### config.mk
export PLATFORM = sky130hd
export DESIGN_NAME = itlb_top
export DESIGN_NICKNAME = d
export VERILOG_FILES = /design/src/hdl/itlb_pkg.sv /design/src/hdl/itlb_top.sv /design/src/hdl/itlb_ctrl.sv /design/src/hdl/itlb_lookup_stage.sv /design/src/hdl/itlb_entry_array.sv /design/src/hdl/itlb_plru.sv
export SDC_FILE = /design/constraint.sdc
export NUM_CORES = 2
export LEC_CHECK = 0
export ABC_AREA = 1
export BUFFER_PORTS_ARGS = -buffer_cell sky130_fd_sc_hd__buf_2
export CAP_MARGIN = 20
export CELL_PAD_IN_SITES_DETAIL_PLACEMENT = 1
export CELL_PAD_IN_SITES_GLOBAL_PLACEMENT = 2
export CORE_MARGIN = 5
export CORE_UTILIZATION = 40
export CTS_BUF_LIST = sky130_fd_sc_hd__clkbuf_16
export DETAILED_ROUTE_END_ITERATION = 8
export PLACE_DENSITY = 0.86
export SYNTH_ARGS = -nofsm -noshare
export SYNTH_HDL_FRONTEND = slang
export SYNTH_SLANG_ARGS = --single-unit
### constraint.sdc
create_clock -name CLK -period 10.05 [get_ports CLK]
set_input_delay 1.5075 -clock CLK [delete_from_list [all_inputs] [get_ports CLK]]
set_output_delay 1.5075 -clock CLK [all_outputs]
set_load 0.01 [all_outputs]
### src/hdl/itlb_pkg.sv
// Sv32 instruction TLB shared definitions
// page number widths, privilege encodings and the structs passed between blocks
package itlb_pkg;

    // ----------------------------------------
    // Sv32 widths
    localparam int VPN_WIDTH       = 20;
    localparam int PPN_WIDTH       = 22;
    localparam int ASID_WIDTH      = 9;
    localparam int EXEC_MODE_WIDTH = 2;

    // privilege mode of the fetch
    localparam logic [EXEC_MODE_WIDTH-1:0] MODE_USER       = 2'd0;
    localparam logic [EXEC_MODE_WIDTH-1:0] MODE_SUPERVISOR = 2'd1;

    // default geometry, 4 sets of 4 ways
    localparam int ITLB_ENTRIES_DEFAULT = 16;
    localparam int ITLB_ASSOC_DEFAULT   = 4;

    // ----------------------------------------
    // leaf PTE fields kept per entry
    // RSW and A are not stored, A is always set for anything in a TLB
    typedef struct packed {
        logic [PPN_WIDTH-1:0] ppn;
        logic                 d;
        // global mapping, skips the ASID compare
        logic                 g;
        logic                 u;
        logic                 x;
        logic                 w;
        logic                 r;
        logic                 v;
    } pte_t;

    // one way of a set
    // full VPN as tag since the index is a hash, not a bit slice
    typedef struct packed {
        logic                  valid;
        logic [ASID_WIDTH-1:0] asid;
        logic [VPN_WIDTH-1:0]  vpn;
        pte_t                  pte;
        logic                  is_mem;  // PMA, main memory region
    } itlb_entry_t;

    // ----------------------------------------
    // request and response words
    typedef struct packed {
        logic [ASID_WIDTH-1:0]      asid;
        logic [VPN_WIDTH-1:0]       vpn;
        logic [EXEC_MODE_WIDTH-1:0] exec_mode;
    } lookup_req_t;

    typedef struct packed {
        logic [ASID_WIDTH-1:0] asid;
        logic [VPN_WIDTH-1:0]  vpn;
        pte_t                  pte;
        logic                  is_mem;
    } l2_resp_t;

    typedef struct packed {
        logic [PPN_WIDTH-1:0] ppn;
        logic                 page_fault;
        logic                 access_fault;
    } core_resp_t;

endpackage
### src/hdl/itlb_top.sv
// instruction TLB top level
// joins the miss control, the set array and the lookup stage
module itlb_top #(
    parameter int ENTRIES = itlb_pkg::ITLB_ENTRIES_DEFAULT,
    parameter int ASSOC   = itlb_pkg::ITLB_ASSOC_DEFAULT
) (
    input  logic                            CLK,
    input  logic                            nRST,

    // core lookup
    input  logic                            core_req_valid,
    input  itlb_pkg::lookup_req_t           core_req,
    output logic                            core_resp_valid,
    output itlb_pkg::core_resp_t            core_resp,

    // L2 TLB
    output logic                            l2_req_valid,
    output logic [itlb_pkg::ASID_WIDTH-1:0] l2_req_asid,
    output logic [itlb_pkg::VPN_WIDTH-1:0]  l2_req_vpn,
    input  logic                            l2_resp_valid,
    input  itlb_pkg::l2_resp_t              l2_resp
);
    import itlb_pkg::*;

    localparam int WAY_WIDTH = $clog2(ASSOC);
    localparam int SET_WIDTH = ASSOC * $bits(itlb_entry_t) + ASSOC - 1;

    // array read
    logic                 read_valid;
    lookup_req_t          read_req;
    logic [SET_WIDTH-1:0] rd_set;

    // fill and PLRU writes
    logic                 fill_we;
    logic [WAY_WIDTH-1:0] fill_way;
    itlb_entry_t          fill_entry;
    logic                 plru_we;
    logic [ASSOC-2:0]     plru_bits;

    // lookup result
    logic                 lookup_done;
    logic                 hit;
    lookup_req_t          stage_req;
    logic [WAY_WIDTH-1:0] victim_way;

    itlb_ctrl #(
        .ASSOC(ASSOC)
    ) i_ctrl (
        .CLK(CLK),
        .nRST(nRST),
        .core_req_valid(core_req_valid),
        .core_req(core_req),
        .lookup_done(lookup_done),
        .hit(hit),
        .stage_req(stage_req),
        .victim_way(victim_way),
        .l2_resp_valid(l2_resp_valid),
        .l2_resp(l2_resp),
        .read_valid(read_valid),
        .read_req(read_req),
        .fill_we(fill_we),
        .fill_way(fill_way),
        .fill_entry(fill_entry),
        .l2_req_valid(l2_req_valid),
        .l2_req_asid(l2_req_asid),
        .l2_req_vpn(l2_req_vpn)
    );

    itlb_entry_array #(
        .ENTRIES(ENTRIES),
        .ASSOC(ASSOC)
    ) i_array (
        .CLK(CLK),
        .nRST(nRST),
        .read_valid(read_valid),
        .read_req(read_req),
        .rd_set(rd_set),
        .fill_we(fill_we),
        .fill_way(fill_way),
        .fill_entry(fill_entry),
        .plru_we(plru_we),
        .plru_bits(plru_bits)
    );

    itlb_lookup_stage #(
        .ASSOC(ASSOC)
    ) i_lookup (
        .CLK(CLK),
        .nRST(nRST),
        .read_valid(read_valid),
        .read_req(read_req),
        .rd_set(rd_set),
        .lookup_done(lookup_done),
        .hit(hit),
        .stage_req(stage_req),
        .victim_way(victim_way),
        .plru_we(plru_we),
        .plru_bits(plru_bits),
        .core_resp_valid(core_resp_valid),
        .core_resp(core_resp)
    );

endmodule

### src/hdl/itlb_ctrl.sv
// instruction TLB miss control
// requests the L2 TLB on a miss, writes the fill and replays the lookup
module itlb_ctrl #(
    parameter int ASSOC = itlb_pkg::ITLB_ASSOC_DEFAULT
) (
    input  logic                            CLK,
    input  logic                            nRST,

    // core lookup
    input  logic                            core_req_valid,
    input  itlb_pkg::lookup_req_t           core_req,

    // lookup stage result
    input  logic                            lookup_done,
    input  logic                            hit,
    input  itlb_pkg::lookup_req_t           stage_req,
    input  logic [$clog2(ASSOC)-1:0]        victim_way,

    // L2 response
    input  logic                            l2_resp_valid,
    input  itlb_pkg::l2_resp_t              l2_resp,

    // array read port
    output logic                            read_valid,
    output itlb_pkg::lookup_req_t           read_req,

    // array fill port
    output logic                            fill_we,
    output logic [$clog2(ASSOC)-1:0]        fill_way,
    output itlb_pkg::itlb_entry_t           fill_entry,

    // L2 request
    output logic                            l2_req_valid,
    output logic [itlb_pkg::ASID_WIDTH-1:0] l2_req_asid,
    output logic [itlb_pkg::VPN_WIDTH-1:0]  l2_req_vpn
);
    import itlb_pkg::*;

    typedef enum logic [1:0] {
        IDLE,
        MISS_WAIT,
        REPLAY
    } state_t;

    state_t                   state;
    state_t                   next_state;
    lookup_req_t              miss_req;
    logic [$clog2(ASSOC)-1:0] miss_way;
    logic                     miss;
    logic                     resp_match;

    // ----------------------------------------
    // miss detect and state

    // misses seen outside IDLE belong to stale lookups and are dropped
    assign miss = lookup_done && !hit && (state == IDLE);

    // responses for other pages are ignored
    assign resp_match = l2_resp_valid
        && (l2_resp.asid == miss_req.asid)
        && (l2_resp.vpn == miss_req.vpn);

    always_comb begin
        next_state = state;
        case (state)
            IDLE:      if (miss) next_state = MISS_WAIT;
            MISS_WAIT: if (resp_match) next_state = REPLAY;
            REPLAY:    next_state = IDLE;
            default:   next_state = IDLE;
        endcase
    end

    always_ff @(posedge CLK or negedge nRST) begin
        if (!nRST) begin
            state <= IDLE;
        end else begin
            state <= next_state;
        end
    end

    // missed request and the way it will land in
    always_ff @(posedge CLK) begin
        if (miss) begin
            miss_req <= stage_req;
            miss_way <= victim_way;
        end
    end

    assign l2_req_valid = miss;
    assign l2_req_asid  = stage_req.asid;
    assign l2_req_vpn   = stage_req.vpn;

    // ----------------------------------------
    // fill and replay

    assign fill_we  = (state == MISS_WAIT) && resp_match;
    assign fill_way = miss_way;

    always_comb begin
        fill_entry.valid  = 1'b1;
        fill_entry.asid   = miss_req.asid;
        fill_entry.vpn    = miss_req.vpn;
        fill_entry.pte    = l2_resp.pte;
        fill_entry.is_mem = l2_resp.is_mem;
    end

    // core is silent during replay so the read port needs no arbiter
    assign read_valid = core_req_valid || (state == REPLAY);
    assign read_req   = (state == REPLAY) ? miss_req : core_req;

    // core holds off new lookups until the miss is answered
    assert property (@(posedge CLK) disable iff (!nRST)
        core_req_valid |-> (state == IDLE));

    // the L2 answers the missed page only while the miss waits
    assert property (@(posedge CLK) disable iff (!nRST)
        resp_match |-> (state == MISS_WAIT));

endmodule

### src/hdl/itlb_lookup_stage.sv
// instruction TLB lookup stage
// way compare on the registered set, fault checks and the core response
module itlb_lookup_stage #(
    parameter int ASSOC = itlb_pkg::ITLB_ASSOC_DEFAULT
) (
    input  logic                            CLK,
    input  logic                            nRST,

    // request issued to the array this cycle
    input  logic                            read_valid,
    input  itlb_pkg::lookup_req_t           read_req,
    input  logic [ASSOC*$bits(itlb_pkg::itlb_entry_t)+ASSOC-2:0] rd_set,

    // result to the control
    output logic                            lookup_done,
    output logic                            hit,
    output itlb_pkg::lookup_req_t           stage_req,
    output logic [$clog2(ASSOC)-1:0]        victim_way,

    // PLRU write back
    output logic                            plru_we,
    output logic [ASSOC-2:0]                plru_bits,

    // core response
    output logic                            core_resp_valid,
    output itlb_pkg::core_resp_t            core_resp
);
    import itlb_pkg::*;

    localparam int WAY_WIDTH = $clog2(ASSOC);

    typedef struct packed {
        itlb_entry_t [ASSOC-1:0] entry_by_way;
        logic [ASSOC-2:0]        plru;
    } set_t;

    set_t                 cur_set;
    logic                 stage_valid;
    logic [ASSOC-1:0]     hit_by_way;
    logic [ASSOC-1:0]     valid_by_way;
    logic [WAY_WIDTH-1:0] hit_way;
    itlb_entry_t          hit_entry;

    // request follows the set read by one cycle
    always_ff @(posedge CLK or negedge nRST) begin
        if (!nRST) begin
            stage_valid <= 1'b0;
        end else begin
            stage_valid <= read_valid;
        end
    end

    always_ff @(posedge CLK) begin
        if (read_valid) begin
            stage_req <= read_req;
        end
    end

    assign cur_set = rd_set;

    // ----------------------------------------
    // way compare, global pages match any ASID
    always_comb begin
        hit_way   = '0;
        hit_entry = '0;
        for (int w = 0; w < ASSOC; w++) begin
            valid_by_way[w] = cur_set.entry_by_way[w].valid;
            hit_by_way[w]   = cur_set.entry_by_way[w].valid
                && (cur_set.entry_by_way[w].vpn == stage_req.vpn)
                && ((cur_set.entry_by_way[w].asid == stage_req.asid)
                    || cur_set.entry_by_way[w].pte.g);
            if (hit_by_way[w]) begin
                hit_way   = WAY_WIDTH'(w);
                hit_entry = cur_set.entry_by_way[w];
            end
        end
    end

    assign lookup_done = stage_valid;
    assign hit         = |hit_by_way;

    // ----------------------------------------
    // response and fault checks
    assign core_resp_valid = stage_valid && hit;

    always_comb begin
        core_resp.ppn          = hit_entry.pte.ppn;
        core_resp.page_fault   = !hit_entry.pte.v
            || !hit_entry.pte.x
            || (hit_entry.pte.w && !hit_entry.pte.r)
            || (!hit_entry.pte.u && (stage_req.exec_mode == MODE_USER))
            || (hit_entry.pte.u && (stage_req.exec_mode == MODE_SUPERVISOR));
        core_resp.access_fault = !hit_entry.is_mem;
    end

    assign plru_we = stage_valid && hit;

    itlb_plru #(
        .ASSOC(ASSOC)
    ) i_plru (
        .old_plru(cur_set.plru),
        .valid_by_way(valid_by_way),
        .touch_way(hit_way),
        .new_plru(plru_bits),
        .victim_way(victim_way)
    );

    // fills only follow a miss, so one page never sits in two ways
    assert property (@(posedge CLK) disable iff (!nRST)
        stage_valid |-> $onehot0(hit_by_way));

endmodule

### src/hdl/itlb_entry_array.sv
// instruction TLB set storage
// hashed set index, registered set read, entry fill and PLRU write ports
module itlb_entry_array #(
    parameter int ENTRIES = itlb_pkg::ITLB_ENTRIES_DEFAULT,
    parameter int ASSOC   = itlb_pkg::ITLB_ASSOC_DEFAULT
) (
    input  logic                            CLK,
    input  logic                            nRST,

    // read port
    input  logic                            read_valid,
    input  itlb_pkg::lookup_req_t           read_req,
    output logic [ASSOC*$bits(itlb_pkg::itlb_entry_t)+ASSOC-2:0] rd_set,

    // entry fill
    input  logic                            fill_we,
    input  logic [$clog2(ASSOC)-1:0]        fill_way,
    input  itlb_pkg::itlb_entry_t           fill_entry,

    // PLRU update for the last read set
    input  logic                            plru_we,
    input  logic [ASSOC-2:0]                plru_bits
);
    import itlb_pkg::*;

    localparam int NUM_SETS    = ENTRIES / ASSOC;
    localparam int INDEX_WIDTH = $clog2(NUM_SETS);

    typedef struct packed {
        itlb_entry_t [ASSOC-1:0] entry_by_way;
        logic [ASSOC-2:0]        plru;
    } set_t;

    set_t [NUM_SETS-1:0]    sets;
    set_t                   rd_set_q;
    logic [INDEX_WIDTH-1:0] read_index;
    logic [INDEX_WIDTH-1:0] fill_index;
    logic [INDEX_WIDTH-1:0] last_index;

    // low VPN bits folded with low ASID bits
    // spreads identical VPNs of different processes over the sets
    function automatic logic [INDEX_WIDTH-1:0] index_hash(
        input logic [ASID_WIDTH-1:0] asid,
        input logic [VPN_WIDTH-1:0]  vpn
    );
        return vpn[INDEX_WIDTH-1:0]
            ^ vpn[2*INDEX_WIDTH-1:INDEX_WIDTH]
            ^ asid[INDEX_WIDTH-1:0]
            ^ asid[2*INDEX_WIDTH-1:INDEX_WIDTH];
    endfunction

    assign read_index = index_hash(read_req.asid, read_req.vpn);
    assign fill_index = index_hash(fill_entry.asid, fill_entry.vpn);

    // ----------------------------------------
    // storage, all ways invalid out of reset
    always_ff @(posedge CLK or negedge nRST) begin
        if (!nRST) begin
            sets <= '0;
        end else begin
            if (fill_we) begin
                sets[fill_index].entry_by_way[fill_way] <= fill_entry;
            end
            if (plru_we) begin
                sets[last_index].plru <= plru_bits;
            end
        end
    end

    // ----------------------------------------
    // registered set read
    always_ff @(posedge CLK) begin
        if (read_valid) begin
            rd_set_q   <= sets[read_index];
            last_index <= read_index;
            // back-to-back hits on one set see the PLRU written this same edge
            if (plru_we && (last_index == read_index)) begin
                rd_set_q.plru <= plru_bits;
            end
        end
    end

    assign rd_set = rd_set_q;

    // fills only land while the control holds lookups off
    assert property (@(posedge CLK) disable iff (!nRST)
        !(fill_we && read_valid));

endmodule

### src/hdl/itlb_plru.sv
// tree pseudo-LRU for one set
// tree bits after a touch, and the victim way for the next fill
module itlb_plru #(
    parameter int ASSOC = 4
) (
    input  logic [ASSOC-2:0]         old_plru,
    input  logic [ASSOC-1:0]         valid_by_way,
    input  logic [$clog2(ASSOC)-1:0] touch_way,
    output logic [ASSOC-2:0]         new_plru,
    output logic [$clog2(ASSOC)-1:0] victim_way
);
    localparam int WAY_WIDTH = $clog2(ASSOC);

    logic [WAY_WIDTH-1:0] tree_way;
    logic [WAY_WIDTH-1:0] invalid_way;
    logic                 any_invalid;

    // ----------------------------------------
    // tree layout
    // node n has children 2n+1 for the lower ways and 2n+2 for the upper
    // a node bit of 1 sends the victim search to the upper half
    // way bits are taken msb first from the root down

    // point every node on the touched path away from it
    always_comb begin
        int node;
        new_plru = old_plru;
        node     = 0;
        for (int lvl = WAY_WIDTH - 1; lvl >= 0; lvl--) begin
            new_plru[node] = ~touch_way[lvl];
            node = 2 * node + 1 + int'(touch_way[lvl]);
        end
    end

    // follow the node bits from the root
    always_comb begin
        int node;
        tree_way = '0;
        node     = 0;
        for (int lvl = WAY_WIDTH - 1; lvl >= 0; lvl--) begin
            tree_way[lvl] = old_plru[node];
            node = 2 * node + 1 + int'(old_plru[node]);
        end
    end

    // lowest empty way wins over the tree
    always_comb begin
        any_invalid = 1'b0;
        invalid_way = '0;
        for (int w = ASSOC - 1; w >= 0; w--) begin
            if (!valid_by_way[w]) begin
                any_invalid = 1'b1;
                invalid_way = WAY_WIDTH'(w);
            end
        end
    end

    assign victim_way = any_invalid ? invalid_way : tree_way;

endmodule

==> flow_metrics.tcl <==
set metrics [dict create \
    ir_drop_uv 175 \
    wl_per_cell_um 22.5 \
    combinationalPowerShare 0.110 \
    worst_pin_slew_ps 1170 \
    grt_setup_unrepaired "no" \
    worstSetupPathType "reg2out" \
    leakage_nw 27.3 \
    via_per_inst 5.50 \
    crit_arrival_ps 4600 \
    yosys_warnings 0 \
    skew_ps 32.3 \
    first_pass_iters 5 \
    crit_fanout 27 \
    synth_fp_nets 6228 \
    avgSynthCellArea_sq_um 8.95 \
    clk_latency_ps 780 \
    relSlewSlack 0.221 \
    worst_setup_path_start_kind "register" \
    status "completed" \
    grt_antenna_before_repair 2 \
    post_cts_resized 0 \
    setup-tns-final_ps 0 \
    hold_viol_final 0 \
    h-tree-depth 4 \
    drv_slew 0 \
    grt_pass1_vias 45000 \
    fin_crit_ps 6110 \
    gp_congestion 0.903 \
    power_frac_seq 0.478 \
    clk_pin_slew_ps 60 \
    vias 43600 \
    power_density_nw_per_um2 193 \
    grt_use_total 0.245 \
    numCtsBuffers 141 \
    clkPwrFrac 0.413 \
    post-cts-setup-buffers 0 \
    grt_pass1_wl_um 277000 \
    yosysSeqAreaShare 0.604 \
    whs_ps 451 \
    p_int_mw 8.57 \
    grt_max_degree 187 \
    gr-total-overflow 0 \
    finalCritPeriodShare 0.608 \
    io-pin-count 149 \
    p_switching_mw 3.22 \
    setup_violations 0 \
    syn-cell-area_sq_um 54900 \
    yosysTopAreaCellShare 0.437 \
    fp.dieW_um 380 \
    cts_tree "yes" \
    yosysTopAreaCell "dfrtp_1" \
    syn2layout_area_growth_pct 11.3 \
    initial_core_util 0.401 \
    max_clock_freq_mhz 164 \
    io_buffer_count 147 \
    synth_cell_type_count 38 \
    hold_class "reg2reg" \
    ant_nets 0 \
    place_hpwl_um 103000 \
    drive_gt1_frac 0.0711 \
    die_area_sq_um 145000 \
    cp.required_ps 8540 \
    synthTopCellsByArea "dfrtp_1 (44%), edfxtp_1 (17%), o21ai_0 (13%)" \
    num_rows 136 \
    switching_share 0.273 \
    fin_nets 6109 \
    max_cap_violations 0 \
    end_kind "output port" \
    core_area_sq_um 137000 \
    first_iter_violations 3209 \
    hold_buffers 0 \
    drc 0 \
    finalWirelength_um 178000 \
    fillers 15700 \
    synthCells 6134 \
    cts_buffer_depth 3 \
    ys_ff_latch 1264 \
    dieHeight_um 380 \
    cts-root-buf "clkbuf_16" \
    clock_sinks 1264 \
]
-- layout by cell type (no fill, tap or decap), types with 2 or more instances in the layout --
cell,netlist,layout
nand2_1,1500,1498
o21ai_0,1424,1424
dfrtp_1,959,959
nor2_1,673,670
edfxtp_1,305,305
inv_1,245,290
o22ai_1,236,236
clkbuf_16,0,147
buf_2,85,146
o21ai_1,69,69
nand3_1,54,47
buf_4,34,46
nand4_1,44,44
clkinv_1,0,38
xnor2_1,29,29
xor2_1,29,28
or2_2,16,16
nand3_4,0,16
clkinv_2,0,15
a21oi_1,15,14
nor3_1,10,10
buf_12,0,8
nor3b_1,7,7
and2_1,6,6
inv_2,6,6
nor4_1,6,6
nand3b_1,5,5
buf_16,0,5
nor2_4,0,4
clkinv_8,0,4
a31oi_1,3,3
o2111ai_1,3,3
inv_16,0,3
clkinv_4,0,3
nand2_2,2,2
mux2_2,2,2
bufinv_16,0,2
-- cell usage after synthesis (all sizes together) --
master,count
or2,16
o211ai,1
and3,1
nor4b,1
dfrtp,959
inv,251
nand3b,5
nor4,6
nor3b,7
clkbuf,329
o21ai,1493
nor2,674
nand3,63
o22ai,236
buf,139
o21bai,1
edfxtp,305
nand2,1502
nand2b,2
a21oi,15
xor2,29
a31oi,3
nand4,44
xnor2,30
nor3,10
o2111ai,3
o41ai,1
and2,6
mux2,2
-- cells by family (layout without fill, tap and decap cells) --
group | Yosys count | count (layout) | share of synthesized area
AND/OR/NAND/NOR | 2337 | 2337 | 0.167
flip-flops | 1264 | 1264 | 0.604
multiplexers | 2 | 2 | 0.000410
other | 0 | 1 | 0
buffers and inverters | 719 | 718 | 0.0536
AO/OA/AOI/OAI | 1753 | 1753 | 0.166
XOR/XNOR | 59 | 59 | 0.00955
-- sequential cells by signal, summed over array words and instances (netlist names) --
signal	cells
i_lookup.stage_req	31
i_array.sets	956
i_array.last_index	2
i_ctrl.fill_way	2
i_ctrl.state	2
i_lookup.lookup_done	1
i_ctrl.fill_entry	29
i_ctrl.miss_req	2
i_array.rd_set	239
-- worst max-delay path, cell delays in order (launching register included) --
cell and delay (ps):
edfxtp_1 600, xnor2_1 230, nand2_1 190, nor2_1 100
nand3_1 160, nand2_1 260, nand2_1 150, buf_4 450
inv_2 70, buf_4 300, nor2_1 190, nand3_1 490
nor2_4 370, buf_2 180
-- power groups by stage --
stage	logic (mW)	clock network (mW)	registers, mW
3_5_place_dp	1.29	0	5.72
3_3_place_gp	1.27	0	5.72
2_1_floorplan	0.831	0	5.66
5_1_grt	1.44	5.21	5.64
6_report	1.29	4.87	5.63
4_1_cts	1.30	4.97	5.63
-- path summary, 6_finish.rpt --
kind	startpoint	to	slack, ps	cells past startpoint
worst max-delay path	i_lookup.stage_req[23]	l2_req_valid	3940	13
worst min-delay path	i_array.sets[548]	i_array.sets[548]	450	2
worst max register to register	i_ctrl.fill_entry[56]	i_array.sets[400]	5150	11
worst min register to register	i_array.sets[548]	i_array.sets[548]	450	2
max in group asynchronous	nRST	i_array.sets[705]	7160	3
min in group asynchronous	nRST	i_array.sets[426]	750	1
-- area by class of cell --
| type | count | area [sq um] | area share |
|---|---|---|---|
| inverters | 251 | 950 | 0.0155 |
| clock inverters | 114 | 648 | 0.0106 |
| well taps | 1794 | 2240 | 0.0367 |
| multi-input cells | 4151 | 19000 | 0.312 |
| diodes | 1 | 2.50 | 0.0000409 |
| clock buffers | 147 | 3680 | 0.0602 |
| flip-flops and latches | 1264 | 33200 | 0.543 |
| repair buffers | 206 | 1390 | 0.0227 |
-- per-layer routing --
layer | track usage | part of all wire | wire length, um
met5 | 0 | 0 | 0
met4 | 0.0578 | 0.020 | 3500
met3 | 0.0331 | 0.048 | 8530
met2 | 0.403 | 0.47 | 84000
met1 | 0.348 | 0.46 | 82400
-- metrics by stage --
step	cells	power (mW)	setup WS (ps)	utilization	area, sq um
floorplan	6134	6.49	2050	-	54900
global placement	7661	6.99	4290	0.414	56600
detailed placement	7663	7.01	4320	0.414	56700
CTS	7924	11.9	3900	0.446	61000
global route	7927	12.3	3820	0.446	61100
finish	7928	11.8	3940	0.446	61100
No activity file was read; power rests on OpenSTA's default activity.
